**config.mk**
```make
export PLATFORM = sky130hd
export DESIGN_NAME = digital_clock_top
export DESIGN_NICKNAME = d
export VERILOG_FILES = /design/src/rtl/clock_pkg.sv /design/src/rtl/button_sync.sv /design/src/rtl/digital_clock_top.sv /design/src/rtl/disp_scan.sv /design/src/rtl/mode_ctrl.sv /design/src/rtl/tick_gen.sv /design/src/rtl/time_counter.sv
export SDC_FILE = /design/constraint.sdc
export NUM_CORES = 1
export LEC_CHECK = 0
export BUFFER_PORTS_ARGS = -buffer_cell sky130_fd_sc_hd__clkbuf_2
export CORE_MARGIN = 2
export CORE_UTILIZATION = 51
export CTS_BUF_LIST = sky130_fd_sc_hd__clkbuf_8
export CTS_CLUSTER_SIZE = 28
export DETAILED_ROUTE_END_ITERATION = 8
export PLACE_DENSITY = 0.79
export SETUP_SLACK_MARGIN = 0.05
export SLEW_MARGIN = 20
export SYNTH_ARGS = -nofsm -noshare
export SYNTH_HDL_FRONTEND = slang
export SYNTH_SLANG_ARGS = --single-unit
```
**constraint.sdc**
```tcl
create_clock -name clk -period 5.5 [get_ports clk]
set_input_delay 0.55 -clock clk [delete_from_list [all_inputs] [get_ports clk]]
set_output_delay 0.55 -clock clk [all_outputs]
set_load 0.1 [all_outputs]
```
**src/rtl/clock_pkg.sv**
```systemverilog
package clock_pkg;

	// ------------------------------------------------------------
	// widths with a meaning
	// ------------------------------------------------------------
	typedef logic [6:0] field_t;	// one time field, 0..99
	typedef logic [3:0] digit_t;	// one decimal digit
	typedef logic [6:0] seg_t;	// {a, b, c, d, e, f, g}, active high
	typedef logic [5:0] digit_en_t;	// active low, bit i is digit i

	// operating modes, stepped by the mode button
	typedef enum logic [1:0] {
		MODE_CLOCK = 2'd0,
		MODE_SETUP = 2'd1,
		MODE_ALARM = 2'd2
	} mode_t;

	// selected field, also the digit pair index (digit >> 1)
	typedef enum logic [1:0] {
		POS_SEC = 2'd0,
		POS_MIN = 2'd1,
		POS_HR  = 2'd2
	} pos_t;

	// ------------------------------------------------------------
	// display and buttons
	// ------------------------------------------------------------
	localparam int NUM_DIGITS = 6;
	localparam int NUM_BTNS   = 4;

	localparam int BTN_MODE  = 0;	// mode select
	localparam int BTN_POS   = 1;	// field select
	localparam int BTN_INC   = 2;	// count up selected field
	localparam int BTN_ALARM = 3;	// arm / disarm alarm

	// ------------------------------------------------------------
	// field limits
	// ------------------------------------------------------------
	localparam field_t SEC_MAX = 7'd59;
	localparam field_t MIN_MAX = 7'd59;
	localparam field_t HR_MAX  = 7'd23;	// 24-hour form

endpackage

```
**src/rtl/button_sync.sv**
```systemverilog
module button_sync (
	input  logic                           clk,
	input  logic                           rst_n,
	input  logic                           i_tick,
	input  logic [clock_pkg::NUM_BTNS-1:0] i_btn,
	output logic [clock_pkg::NUM_BTNS-1:0] o_press
);

	import clock_pkg::*;

	logic [NUM_BTNS-1:0] sync1;
	logic [NUM_BTNS-1:0] sync2;
	logic [NUM_BTNS-1:0] samp_new;	// latest debounce sample
	logic [NUM_BTNS-1:0] samp_old;	// sample one tick before

	// two-flop synchronizer on the raw levels
	always_ff @(posedge clk or negedge rst_n) begin
		if (!rst_n) begin
			sync1 <= '0;
			sync2 <= '0;
		end else begin
			sync1 <= i_btn;
			sync2 <= sync1;
		end
	end

	// ------------------------------------------------------------
	// debounce history and rise detect
	// ------------------------------------------------------------
	always_ff @(posedge clk or negedge rst_n) begin
		if (!rst_n) begin
			samp_new <= '0;
			samp_old <= '0;
			o_press  <= '0;
		end else begin
			o_press <= '0;
			if (i_tick) begin
				samp_old <= samp_new;
				samp_new <= sync2;
				// both high now, not both high before
				o_press <= sync2 & samp_new & ~samp_old;
			end
		end
	end

	a_press_short : assert property (
		@(posedge clk) disable iff (!rst_n)
		(o_press != '0) |=> ((o_press & $past(o_press)) == '0)
	);

endmodule

```
**src/rtl/digital_clock_top.sv**
```systemverilog
module digital_clock_top #(
	parameter int TICKS_PER_SEC = 50_000_000,
	parameter int DEBOUNCE_DIV  = 500_000,
	parameter int SCAN_DIV      = 5000,
	parameter int BLINK_DIV     = 2500
) (
	input  logic                           clk,
	input  logic                           rst_n,
	input  logic [clock_pkg::NUM_BTNS-1:0] i_btn,
	output clock_pkg::seg_t                o_seg,
	output clock_pkg::digit_en_t           o_seg_enb,
	output logic                           o_alarm
);

	import clock_pkg::*;

	logic                sec_tick;
	logic                db_tick;
	logic [NUM_BTNS-1:0] press;
	mode_t               mode;
	pos_t                pos;
	logic                alarm_en;
	field_t              disp_sec;
	field_t              disp_min;
	field_t              disp_hr;

	// ------------------------------------------------------------
	// enable pulses
	// ------------------------------------------------------------
	tick_gen #(.DIV(TICKS_PER_SEC)) u_sec_tick (
		.clk    (clk),
		.rst_n  (rst_n),
		.o_tick (sec_tick)
	);

	tick_gen #(.DIV(DEBOUNCE_DIV)) u_db_tick (
		.clk    (clk),
		.rst_n  (rst_n),
		.o_tick (db_tick)
	);

	button_sync u_button_sync (
		.clk     (clk),
		.rst_n   (rst_n),
		.i_tick  (db_tick),
		.i_btn   (i_btn),
		.o_press (press)
	);

	mode_ctrl u_mode_ctrl (
		.clk           (clk),
		.rst_n         (rst_n),
		.i_mode_press  (press[BTN_MODE]),
		.i_pos_press   (press[BTN_POS]),
		.i_alarm_press (press[BTN_ALARM]),
		.o_mode        (mode),
		.o_pos         (pos),
		.o_alarm_en    (alarm_en)
	);

	time_counter u_time_counter (
		.clk         (clk),
		.rst_n       (rst_n),
		.i_sec_tick  (sec_tick),
		.i_inc_press (press[BTN_INC]),
		.i_mode      (mode),
		.i_pos       (pos),
		.i_alarm_en  (alarm_en),
		.o_disp_sec  (disp_sec),
		.o_disp_min  (disp_min),
		.o_disp_hr   (disp_hr),
		.o_alarm     (o_alarm)
	);

	disp_scan #(
		.SCAN_DIV  (SCAN_DIV),
		.BLINK_DIV (BLINK_DIV)
	) u_disp_scan (
		.clk       (clk),
		.rst_n     (rst_n),
		.i_mode    (mode),
		.i_pos     (pos),
		.i_sec     (disp_sec),
		.i_min     (disp_min),
		.i_hr      (disp_hr),
		.o_seg     (o_seg),
		.o_seg_enb (o_seg_enb)
	);

endmodule

```
**src/rtl/disp_scan.sv**
```systemverilog
module disp_scan #(
	parameter int SCAN_DIV  = 5000,
	parameter int BLINK_DIV = 2500
) (
	input  logic                 clk,
	input  logic                 rst_n,
	input  clock_pkg::mode_t     i_mode,
	input  clock_pkg::pos_t      i_pos,
	input  clock_pkg::field_t    i_sec,
	input  clock_pkg::field_t    i_min,
	input  clock_pkg::field_t    i_hr,
	output clock_pkg::seg_t      o_seg,
	output clock_pkg::digit_en_t o_seg_enb
);

	import clock_pkg::*;

	localparam int BLINK_W = (BLINK_DIV > 1) ? $clog2(BLINK_DIV) : 1;

	logic               scan_tick;
	logic [2:0]         idx;	// current digit, 0..5
	logic [BLINK_W-1:0] blink_cnt;
	logic               blink_on;	// high = show, low = blank selected pair
	digit_t             cur_digit;
	logic               blank;

	function automatic digit_t ones_of(input field_t v);
		return digit_t'(v % 7'd10);
	endfunction

	function automatic digit_t tens_of(input field_t v);
		return digit_t'(v / 7'd10);
	endfunction

	// normal 0..9 table, a..g msb first
	function automatic seg_t seg_of(input digit_t d);
		case (d)
			4'd0:    return 7'b111_1110;
			4'd1:    return 7'b011_0000;
			4'd2:    return 7'b110_1101;
			4'd3:    return 7'b111_1001;
			4'd4:    return 7'b011_0011;
			4'd5:    return 7'b101_1011;
			4'd6:    return 7'b101_1111;
			4'd7:    return 7'b111_0000;
			4'd8:    return 7'b111_1111;
			4'd9:    return 7'b111_0011;
			default: return 7'b000_0000;
		endcase
	endfunction

	tick_gen #(
		.DIV (SCAN_DIV)
	) u_scan_tick (
		.clk    (clk),
		.rst_n  (rst_n),
		.o_tick (scan_tick)
	);

	// ------------------------------------------------------------
	// digit index and blink phase
	// ------------------------------------------------------------
	always_ff @(posedge clk or negedge rst_n) begin
		if (!rst_n) begin
			idx       <= '0;
			blink_cnt <= '0;
			blink_on  <= 1'b1;
		end else if (scan_tick) begin
			idx <= (idx == 3'(NUM_DIGITS - 1)) ? 3'd0 : idx + 3'd1;
			if (blink_cnt == BLINK_W'(BLINK_DIV - 1)) begin
				blink_cnt <= '0;
				blink_on  <= ~blink_on;
			end else begin
				blink_cnt <= blink_cnt + 1'b1;
			end
		end
	end

	// ones on even digits, tens on odd
	always_comb begin
		case (idx)
			3'd0:    cur_digit = ones_of(i_sec);
			3'd1:    cur_digit = tens_of(i_sec);
			3'd2:    cur_digit = ones_of(i_min);
			3'd3:    cur_digit = tens_of(i_min);
			3'd4:    cur_digit = ones_of(i_hr);
			default: cur_digit = tens_of(i_hr);
		endcase
	end

	// idx[2:1] is the pair, same order as pos_t
	assign blank = (i_mode == MODE_SETUP || i_mode == MODE_ALARM) &&
		!blink_on && (idx[2:1] == i_pos);

	always_ff @(posedge clk or negedge rst_n) begin
		if (!rst_n) begin
			o_seg_enb <= ~digit_en_t'(1);	// digit 0 on
			o_seg     <= seg_of(4'd0);
		end else begin
			o_seg_enb <= ~(digit_en_t'(1) << idx);
			o_seg     <= blank ? 7'b000_0000 : seg_of(cur_digit);
		end
	end

	a_one_digit : assert property (
		@(posedge clk) disable iff (!rst_n)
		$onehot(~o_seg_enb)
	);

endmodule

```
**src/rtl/mode_ctrl.sv**
```systemverilog
module mode_ctrl (
	input  logic              clk,
	input  logic              rst_n,
	input  logic              i_mode_press,
	input  logic              i_pos_press,
	input  logic              i_alarm_press,
	output clock_pkg::mode_t  o_mode,
	output clock_pkg::pos_t   o_pos,
	output logic              o_alarm_en
);

	import clock_pkg::*;

	mode_t mode_q;
	mode_t mode_d;
	pos_t  pos_q;
	pos_t  pos_d;
	logic  alarm_en_q;

	// ------------------------------------------------------------
	// mode FSM: clock -> setup -> alarm -> clock
	// ------------------------------------------------------------
	always_comb begin
		mode_d = mode_q;
		if (i_mode_press) begin
			case (mode_q)
				MODE_CLOCK: mode_d = MODE_SETUP;
				MODE_SETUP: mode_d = MODE_ALARM;
				default:    mode_d = MODE_CLOCK;
			endcase
		end
	end

	// field select: sec -> min -> hr -> sec
	always_comb begin
		pos_d = pos_q;
		if (i_pos_press) begin
			case (pos_q)
				POS_SEC: pos_d = POS_MIN;
				POS_MIN: pos_d = POS_HR;
				default: pos_d = POS_SEC;
			endcase
		end
	end

	always_ff @(posedge clk or negedge rst_n) begin
		if (!rst_n) begin
			mode_q     <= MODE_CLOCK;
			pos_q      <= POS_SEC;
			alarm_en_q <= 1'b0;
		end else begin
			mode_q <= mode_d;
			pos_q  <= pos_d;
			if (i_alarm_press)
				alarm_en_q <= ~alarm_en_q;	// arm / disarm
		end
	end

	assign o_mode     = mode_q;
	assign o_pos      = pos_q;
	assign o_alarm_en = alarm_en_q;

	a_pos_legal : assert property (
		@(posedge clk) disable iff (!rst_n)
		o_pos inside {POS_SEC, POS_MIN, POS_HR}
	);

endmodule

```
**src/rtl/tick_gen.sv**
```systemverilog
module tick_gen #(
	parameter int DIV = 2
) (
	input  logic clk,
	input  logic rst_n,
	output logic o_tick
);

	localparam int CNT_W = $clog2(DIV);

	logic [CNT_W-1:0] cnt;

	// wraps at DIV-1, so one pulse every DIV cycles
	always_ff @(posedge clk or negedge rst_n) begin
		if (!rst_n) begin
			cnt <= '0;
		end else if (cnt == CNT_W'(DIV - 1)) begin
			cnt <= '0;
		end else begin
			cnt <= cnt + 1'b1;
		end
	end

	assign o_tick = (cnt == CNT_W'(DIV - 1));	// terminal count

	// enable is a pulse, never a level
	a_tick_single : assert property (
		@(posedge clk) disable iff (!rst_n)
		o_tick |=> !o_tick
	);

endmodule

```
**src/rtl/time_counter.sv**
```systemverilog
module time_counter (
	input  logic              clk,
	input  logic              rst_n,
	input  logic              i_sec_tick,
	input  logic              i_inc_press,
	input  clock_pkg::mode_t  i_mode,
	input  clock_pkg::pos_t   i_pos,
	input  logic              i_alarm_en,
	output clock_pkg::field_t o_disp_sec,
	output clock_pkg::field_t o_disp_min,
	output clock_pkg::field_t o_disp_hr,
	output logic              o_alarm
);

	import clock_pkg::*;

	field_t sec;	// running time
	field_t min;
	field_t hr;
	field_t al_sec;	// alarm time
	field_t al_min;
	field_t al_hr;
	logic   match;

	// count up with wrap at max, no carry out
	function automatic field_t wrap_inc(input field_t v, input field_t max);
		return (v >= max) ? '0 : field_t'(v + 7'd1);
	endfunction

	// ------------------------------------------------------------
	// running time
	// ------------------------------------------------------------
	always_ff @(posedge clk or negedge rst_n) begin
		if (!rst_n) begin
			sec <= '0;
			min <= '0;
			hr  <= '0;
		end else if (i_mode == MODE_SETUP) begin
			// time frozen, only the selected field steps
			if (i_inc_press) begin
				case (i_pos)
					POS_SEC: sec <= wrap_inc(sec, SEC_MAX);
					POS_MIN: min <= wrap_inc(min, MIN_MAX);
					POS_HR:  hr  <= wrap_inc(hr, HR_MAX);
					default: ;
				endcase
			end
		end else if (i_sec_tick) begin
			sec <= wrap_inc(sec, SEC_MAX);
			if (sec == SEC_MAX) begin
				min <= wrap_inc(min, MIN_MAX);	// ripple into minutes
				if (min == MIN_MAX)
					hr <= wrap_inc(hr, HR_MAX);
			end
		end
	end

	// ------------------------------------------------------------
	// alarm time, set only in alarm mode
	// ------------------------------------------------------------
	always_ff @(posedge clk or negedge rst_n) begin
		if (!rst_n) begin
			al_sec <= '0;
			al_min <= '0;
			al_hr  <= '0;
		end else if (i_mode == MODE_ALARM && i_inc_press) begin
			case (i_pos)
				POS_SEC: al_sec <= wrap_inc(al_sec, SEC_MAX);
				POS_MIN: al_min <= wrap_inc(al_min, MIN_MAX);
				POS_HR:  al_hr  <= wrap_inc(al_hr, HR_MAX);
				default: ;
			endcase
		end
	end

	assign match = (sec == al_sec) && (min == al_min) && (hr == al_hr);

	// latched on match, cleared only by disarm
	always_ff @(posedge clk or negedge rst_n) begin
		if (!rst_n)
			o_alarm <= 1'b0;
		else
			o_alarm <= i_alarm_en & (o_alarm | match);
	end

	// display shows alarm time while it is being set
	assign o_disp_sec = (i_mode == MODE_ALARM) ? al_sec : sec;
	assign o_disp_min = (i_mode == MODE_ALARM) ? al_min : min;
	assign o_disp_hr  = (i_mode == MODE_ALARM) ? al_hr  : hr;

	a_time_range : assert property (
		@(posedge clk) disable iff (!rst_n)
		(sec <= SEC_MAX) && (min <= MIN_MAX) && (hr <= HR_MAX)
	);

	a_alarm_range : assert property (
		@(posedge clk) disable iff (!rst_n)
		(al_sec <= SEC_MAX) && (al_min <= MIN_MAX) && (al_hr <= HR_MAX)
	);

endmodule

```
* Yosys cells after proc, flatten, opt, wreduce, memory -nomap -nowiden
Memories as Yosys holds them, arrays and structs flattened.
Index checks and enable logic that the tools add are counted.
** Word-level totals
- Register bits after elaboration :: 155
- Latch bits :: 0
- RAM bits :: 0
- Memory bits (read-only) :: 112
- Output and inout port bits :: 14
- Word-level logic and storage cells :: 133
- Memories :: 1
** Memories
- (no name shown) :: depth 16, width 7, rd ports 1, clocked after Yosys merged registers in 0, wr ports 0, RTL line disp_scan.sv:37 : case (d)
** Cells by class
- Add/subtract/negate cells :: 11
- Multiply operators :: 0
- Div/mod/pow operators :: 6
- $lt $le $gt $ge :: 6
- Eq/ne operators :: 23
- Shift-type cells :: 1
- Muxes and demuxes :: 34
- Bitwise operators :: 8
- Reduce and logical (&&, ||, !) cells :: 20
** Operators by type and width (count)
- two-way mux 7 bit :: 25
- adder 7 x 1 -> 7 bit (second input constant) :: 6
- greater-or-equal comparator 7 x 6 -> 1 bit (second input constant) :: 4
- adder 26 x 1 -> 26 bit (second input constant) :: 1
- equality test 26 bit (second input constant) :: 1
- two-way mux 26 bit :: 1
- divider 7 x 4 -> 7 bit (second input constant) :: 3
- equality test 7 bit :: 3
- remainder unit 7 x 4 -> 7 bit (second input constant) :: 3
- one-hot mux 4 bit (5 select lines) :: 1
- adder 19 x 1 -> 19 bit (second input constant) :: 1
- equality test 19 bit (second input constant) :: 1
- two-way mux 19 bit :: 1
- equality test 7 x 6 -> 1 bit (second input constant) :: 2
- greater-or-equal comparator 7 x 5 -> 1 bit (second input constant) :: 2
- adder 13 x 1 -> 13 bit (second input constant) :: 1
- equality test 13 bit (second input constant) :: 1
- two-way mux 13 bit :: 1
- adder 12 x 1 -> 12 bit (second input constant) :: 1
- equality test 12 bit (second input constant) :: 1
- two-way mux 12 bit :: 1
- bitwise AND 4 bit :: 2
- != test 2 bit (second input constant) :: 4
- one-hot mux 2 bit (2 select lines) :: 2
- 25 further kinds :: 40

* Logic depth before layout (Yosys ltp)
- Word-level depth :: 6
- Mapped depth :: 27
- Gate-level depth less buffers :: 25

* By module
Synthesis repeated with hierarchy kept, for this count alone.
** Second synthesis, totals
- Cell total of the unflattened synthesis :: 946
- Area, all modules :: 8948.6 µm²
** By module, submodules not included
- time_counter :: instances 1, cells an instance 327, area an instance 2702.6 µm², sequential area each 1076.0 µm²
- disp_scan :: instances 1, cells an instance 298, area an instance 2521.2 µm², sequential area each 740.7 µm²
- tick_gen at u_sec_tick :: instances 1, cells an instance 134, area an instance 1337.5 µm², sequential area each 650.6 µm²
- tick_gen at u_db_tick :: instances 1, cells an instance 85, area an instance 917.1 µm², sequential area each 475.5 µm²
- button_sync :: instances 1, cells an instance 33, area an instance 664.4 µm², sequential area each 500.5 µm²
- tick_gen at u_disp_scan.u_scan_tick :: instances 1, cells an instance 54, area an instance 608.1 µm², sequential area each 325.3 µm²
- mode_ctrl :: instances 1, cells an instance 15, area an instance 197.7 µm², sequential area each 125.1 µm²

* Worst setup path before layout
No wires, ideal clock.
- Path type :: reg2reg
- Start :: register u_mode_ctrl.mode_q[0], in the netlist u_mode_ctrl.o_mode[0]
- End :: register u_disp_scan.o_seg[3]
- Library setup time :: 0.088 ns
- Arrival :: 4.591 ns
- Slack :: 0.821 ns
- Cell stages (with the launch flop) :: 25
- Period minus slack after synthesis :: 4.679 ns
- Path through :: dfrtp_1 inv_1 ha_1 buf_2 mux2i_2 o221ai_4 xnor2_1 a22o_1 nor2_2 ha_1 clkbuf_1 a22o_1 nand2_1 nand2_1 nand2_1 ha_1 o21ai_0 o211ai_1 o21ai_1 o31ai_2 inv_1 ha_1 inv_1 a21oi_1 a221oi_2
** Between the ends
- Cells in the longest elaborated chain, start to end :: 6
- Elaborated cells on any way between the ends :: 17
- Classes of those cells :: 6 x div; 2 x eq/ne; 5 x mux; 3 x reduce/logical; 1 x memory
** Ends and longest elaborated chain
- start: declaration :: RTL line mode_ctrl.sv:14 : mode_t mode_q;
- start signal: assignment :: RTL line mode_ctrl.sv:52 : mode_q <= mode_d;
- equality test 2 bit
- two-way mux 7 bit, on equally long branches :: RTL line time_counter.sv:89, time_counter.sv:87, time_counter.sv:88
- divider 7 x 4 -> 7 bit / remainder unit 7 x 4 -> 7 bit (equally long branches) :: RTL line disp_scan.sv:32, disp_scan.sv:28
- one-hot mux 4 bit (5 select lines) :: RTL line disp_scan.sv:81 : case (idx)
- memory (16 x 7 bit)
- two-way mux 7 bit (*) :: RTL line disp_scan.sv:101 : o_seg <= blank ? 7'b000_0000 : seg_of(cur_digit);
- end signal: assignment :: RTL line disp_scan.sv:98 : o_seg <= seg_of(4'd0);
- end signal: assignment :: RTL line disp_scan.sv:101
- end: declaration :: RTL line disp_scan.sv:12 : output clock_pkg::seg_t o_seg,
Every way passes the cells marked *; elsewhere a longest branch is shown, timed or not.
A chain may end at the register's enable or synchronous reset.

* Worst setup path in the final report
Same ends and word-level chain as after synthesis.

==> reports/metrics.yaml <==
netlist_area_um2: 8620
syn_nets: 900
hold_slack_ns: 0.198
synth_cell_types: 82
worstReg2RegEnd: "u_disp_scan.o_seg[3]$_DFF_PN1_"
post_drt_wl_per_cell_um: 15.2
synth_seq_cells: 155
status: "complete, no violations"
ir_drop_mv: 0.217
period_share: 0.916
yosysTopAreaCell: "dfrtp_1"
vias_per_cell: 5.79
overflow: 0
hold_violations: 0
crit_fanout: 7
hold_class: "in -> reg"
grt_usage: 0.202
htree_levels: 4
die_h_um: 134
fin_tns_setup_ns: 0
antenna_left: 0
post-route-min-period_ns: 5.04
reg2reg_from: "u_mode_ctrl.o_mode[0]$_DFFE_PN0P_"
top_usage_layer: "met2"
fp-row-count: 47
setup_viol: 0
cp-start-kind: "register"
drt_first_pass_iters: 5
yosysWarnings: 0
antenna_found_initial: 0
syn_inst: 871
gp_congestion: 0.886
grt_max_degree: 106
use_met1: 0.277
layout.nets: 920
fillers: 1405
grt_pass1_wl_um: 29600
worstPathRequired_ns: 5.87
io_pins: 20
drt_wl_total_um: 17100
crit_type: "reg -> reg"
numCtsBuffers: 17
initial_core_util: 0.522
final_cell_mix: "143 x dfrtp_1, 93 x nand2_1, 69 x nor2_1, 50 x nand3_1, 49 x xor2_1"
clk_path_buf_depth: 2
cp-end-kind: "register"
slew_headroom: 0.388
die_w_um: 134
numPortBuffers: 19
synth_area_per_cell_um2: 9.90
dieArea_um2: 18000
area_growth_pct: 8.87
grt_pass1_vias: 6278
cts_root_buf: "clkbuf_8"
gr-usage-met3: 0.0408
static-leakage-power_nw: 4.16
clk_latency_ns: 0.46
drc: 0
cts_tree: "done"
ys.flop_type: "dfrtp_1"
max_freq_ghz: 0.199
core_um2: 16500
synth_top_area_frac: 0.415
cts_post_setup_buffers_inserted: 0
grtUsageMet2: 0.313
fin_util: 0.568
powerDensity_nw_per_um2: 219
reg2regPathDepth: 24
fin_skew_ns: 0.0145
synth_area_leaders: "dfrtp_1 42%, xor2_1 5.0%, nand2_1 4.0%, dfstp_2 3.7%, xnor2_1 3.5%"
drive_gt1_frac: 0.142
vias: 6502
crit_end: "u_disp_scan.o_seg[3]$_DFF_PN1_"
worst_slew_pin_slew_ns: 0.918
final_common_cell: "dfrtp_1"
path_clk_slew_ns: 0.09
synth_edf_count: 0
cts_num_sinks: 155
startpoint: "u_mode_ctrl.o_mode[0]$_DFFE_PN0P_"
first_iter_violations: 492
crit_arrival_ns: 5.41
seq_area_frac_synth: 0.452
cap_violations: 0
dpl.hpwl_um: 12100
rrSetupSlack_ns: 0.46
rsz0062_at_grt: "false"
async_flop_share: 1.00
diodes: 0
slew_viol_final: 0
worst min-delay path by stage:
stage / startpoint / end / slack, ns / cells after the start
after floorplan: rst_n / u_button_sync.o_press[0]$_DFF_PN0_ / 0.25 / 0
after global placement: u_button_sync.sync1[0]$_DFF_PN0_ / u_button_sync.sync2[0]$_DFF_PN0_ / 0.33 / 0
after detailed placement: u_button_sync.sync1[0]$_DFF_PN0_ / u_button_sync.sync2[0]$_DFF_PN0_ / 0.34 / 0
after CTS: i_btn[3] / u_button_sync.sync1[3]$_DFF_PN0_ / 0.17 / 1
after global routing: i_btn[1] / u_button_sync.sync1[1]$_DFF_PN0_ / 0.17 / 1
final: i_btn[3] / u_button_sync.sync1[3]$_DFF_PN0_ / 0.20 / 1
metrics by stage:
step / instances / setup slack (ns) / cell area [um2] / power [mW]
2_1_floorplan: 871 / 0.821 / 8620 / 1.17
3_3_place_gp: 1092 / 0.441 / 8930 / 1.19
3_5_place_dp: 1092 / 0.230 / 8930 / 1.19
4_1_cts: 1123 / 0.210 / 9350 / 2.08
5_1_grt: 1123 / 0.0228 / 9380 / 2.13
6_report: 1123 / 0.464 / 9380 / 2.05
worst max-delay path, stage by stage, from the launching register on:
cell and delay [ns]:
dfrtp_1 0.40, inv_1 0.17, ha_2 0.31, mux2_2 0.37, nand2_1 0.13, o221ai_4 0.15
xnor2_1 0.22, a22o_1 0.26, nor2_2 0.15, ha_1 0.21, nand3_1 0.16, a22o_1 0.30
nand2_1 0.08, nand2_1 0.05, nand2_1 0.07, ha_1 0.20, o21ai_0 0.10, o211ai_1 0.19
o21ai_1 0.21, o31ai_4 0.40, inv_1 0.11, ha_1 0.29, inv_1 0.06, a21oi_1 0.08
a221oi_2 0.27
area by class of cell:
cell class              count  area, um2  share of cell area
clock buffers              20        275              0.0293
clock inverters            11        136              0.0145
inverters                  22       82.6             0.00880
multi-input cells         670       4570               0.487
flip-flops and latches    155       3890               0.415
well taps                 220        275              0.0293
repair buffers             25        146              0.0156
logic make-up after synthesis:
family | count (synthesis) | share of synthesized area
xor+xnor | 83 | 0.0843
compound gates | 172 | 0.148
mux | 41 | 0.0511
fa+ha+maj | 24 | 0.0345
flops | 155 | 0.452
buf+inv | 46 | 0.0234
simple gates | 350 | 0.207
where the power goes:
part           switching (mW)  internal (mW)
Clock                   0.441          0.446
Combinational          0.0209        0.00213
Sequential           0.000998           1.14
cell usage after synthesis (4+ instances only):
master and instances:
nand2b_1 10, o31ai_1 11, nor4b_1 4, clkbuf_1 15
mux2_2 17, o21a_1 5, o221a_2 4, o21ai_0 48
nor4_1 8, xor2_1 49, a31oi_1 7, nand3_1 50
and4_1 5, nor2b_1 11, nand4_1 19, mux2i_1 21
ha_1 23, o21ai_1 7, a21o_1 7, and2_1 12
buf_2 5, o211ai_1 4, nor3_1 16, nand2_1 93
dfstp_2 12, o221ai_1 8, or3_1 5, and3_1 22
xnor2_1 34, nor2_1 69, inv_1 22, dfrtp_1 143
a21oi_1 28
sequential cells by signal, indices dropped and copies added, names as in the netlist, 2 cells and up:
signal	count
u_button_sync.o_press	4
u_button_sync.samp_new	4
u_button_sync.samp_old	4
u_button_sync.sync1	4
u_button_sync.sync2	4
u_db_tick.cnt	19
u_disp_scan.blink_cnt	12
u_disp_scan.idx	3
u_disp_scan.o_seg	7
u_disp_scan.o_seg_enb	6
u_disp_scan.u_scan_tick.cnt	13
u_mode_ctrl.o_mode	2
u_mode_ctrl.o_pos	2
u_sec_tick.cnt	26
u_time_counter.al_hr	7
u_time_counter.al_min	7
u_time_counter.al_sec	7
u_time_counter.hr	7
u_time_counter.min	7
u_time_counter.sec	7
routing by layer:
metal | up-vias | share of wire | wire (um)
met3 | 35 | 0.049 | 838
li1 | 3164 | - | -
met2 | 173 | 0.46 | 7900
met1 | 3130 | 0.46 | 7930
met4 | 0 | 0.025 | 425
met5 | - | 0 | 0
what timing repair did:
action	in CTS	in global routing
setup endpoints to repair	0	7
hold buffers	0	0
hold endpoints to repair	0	0
resized for setup	0	8
Power figures use the tool's default switching activity.
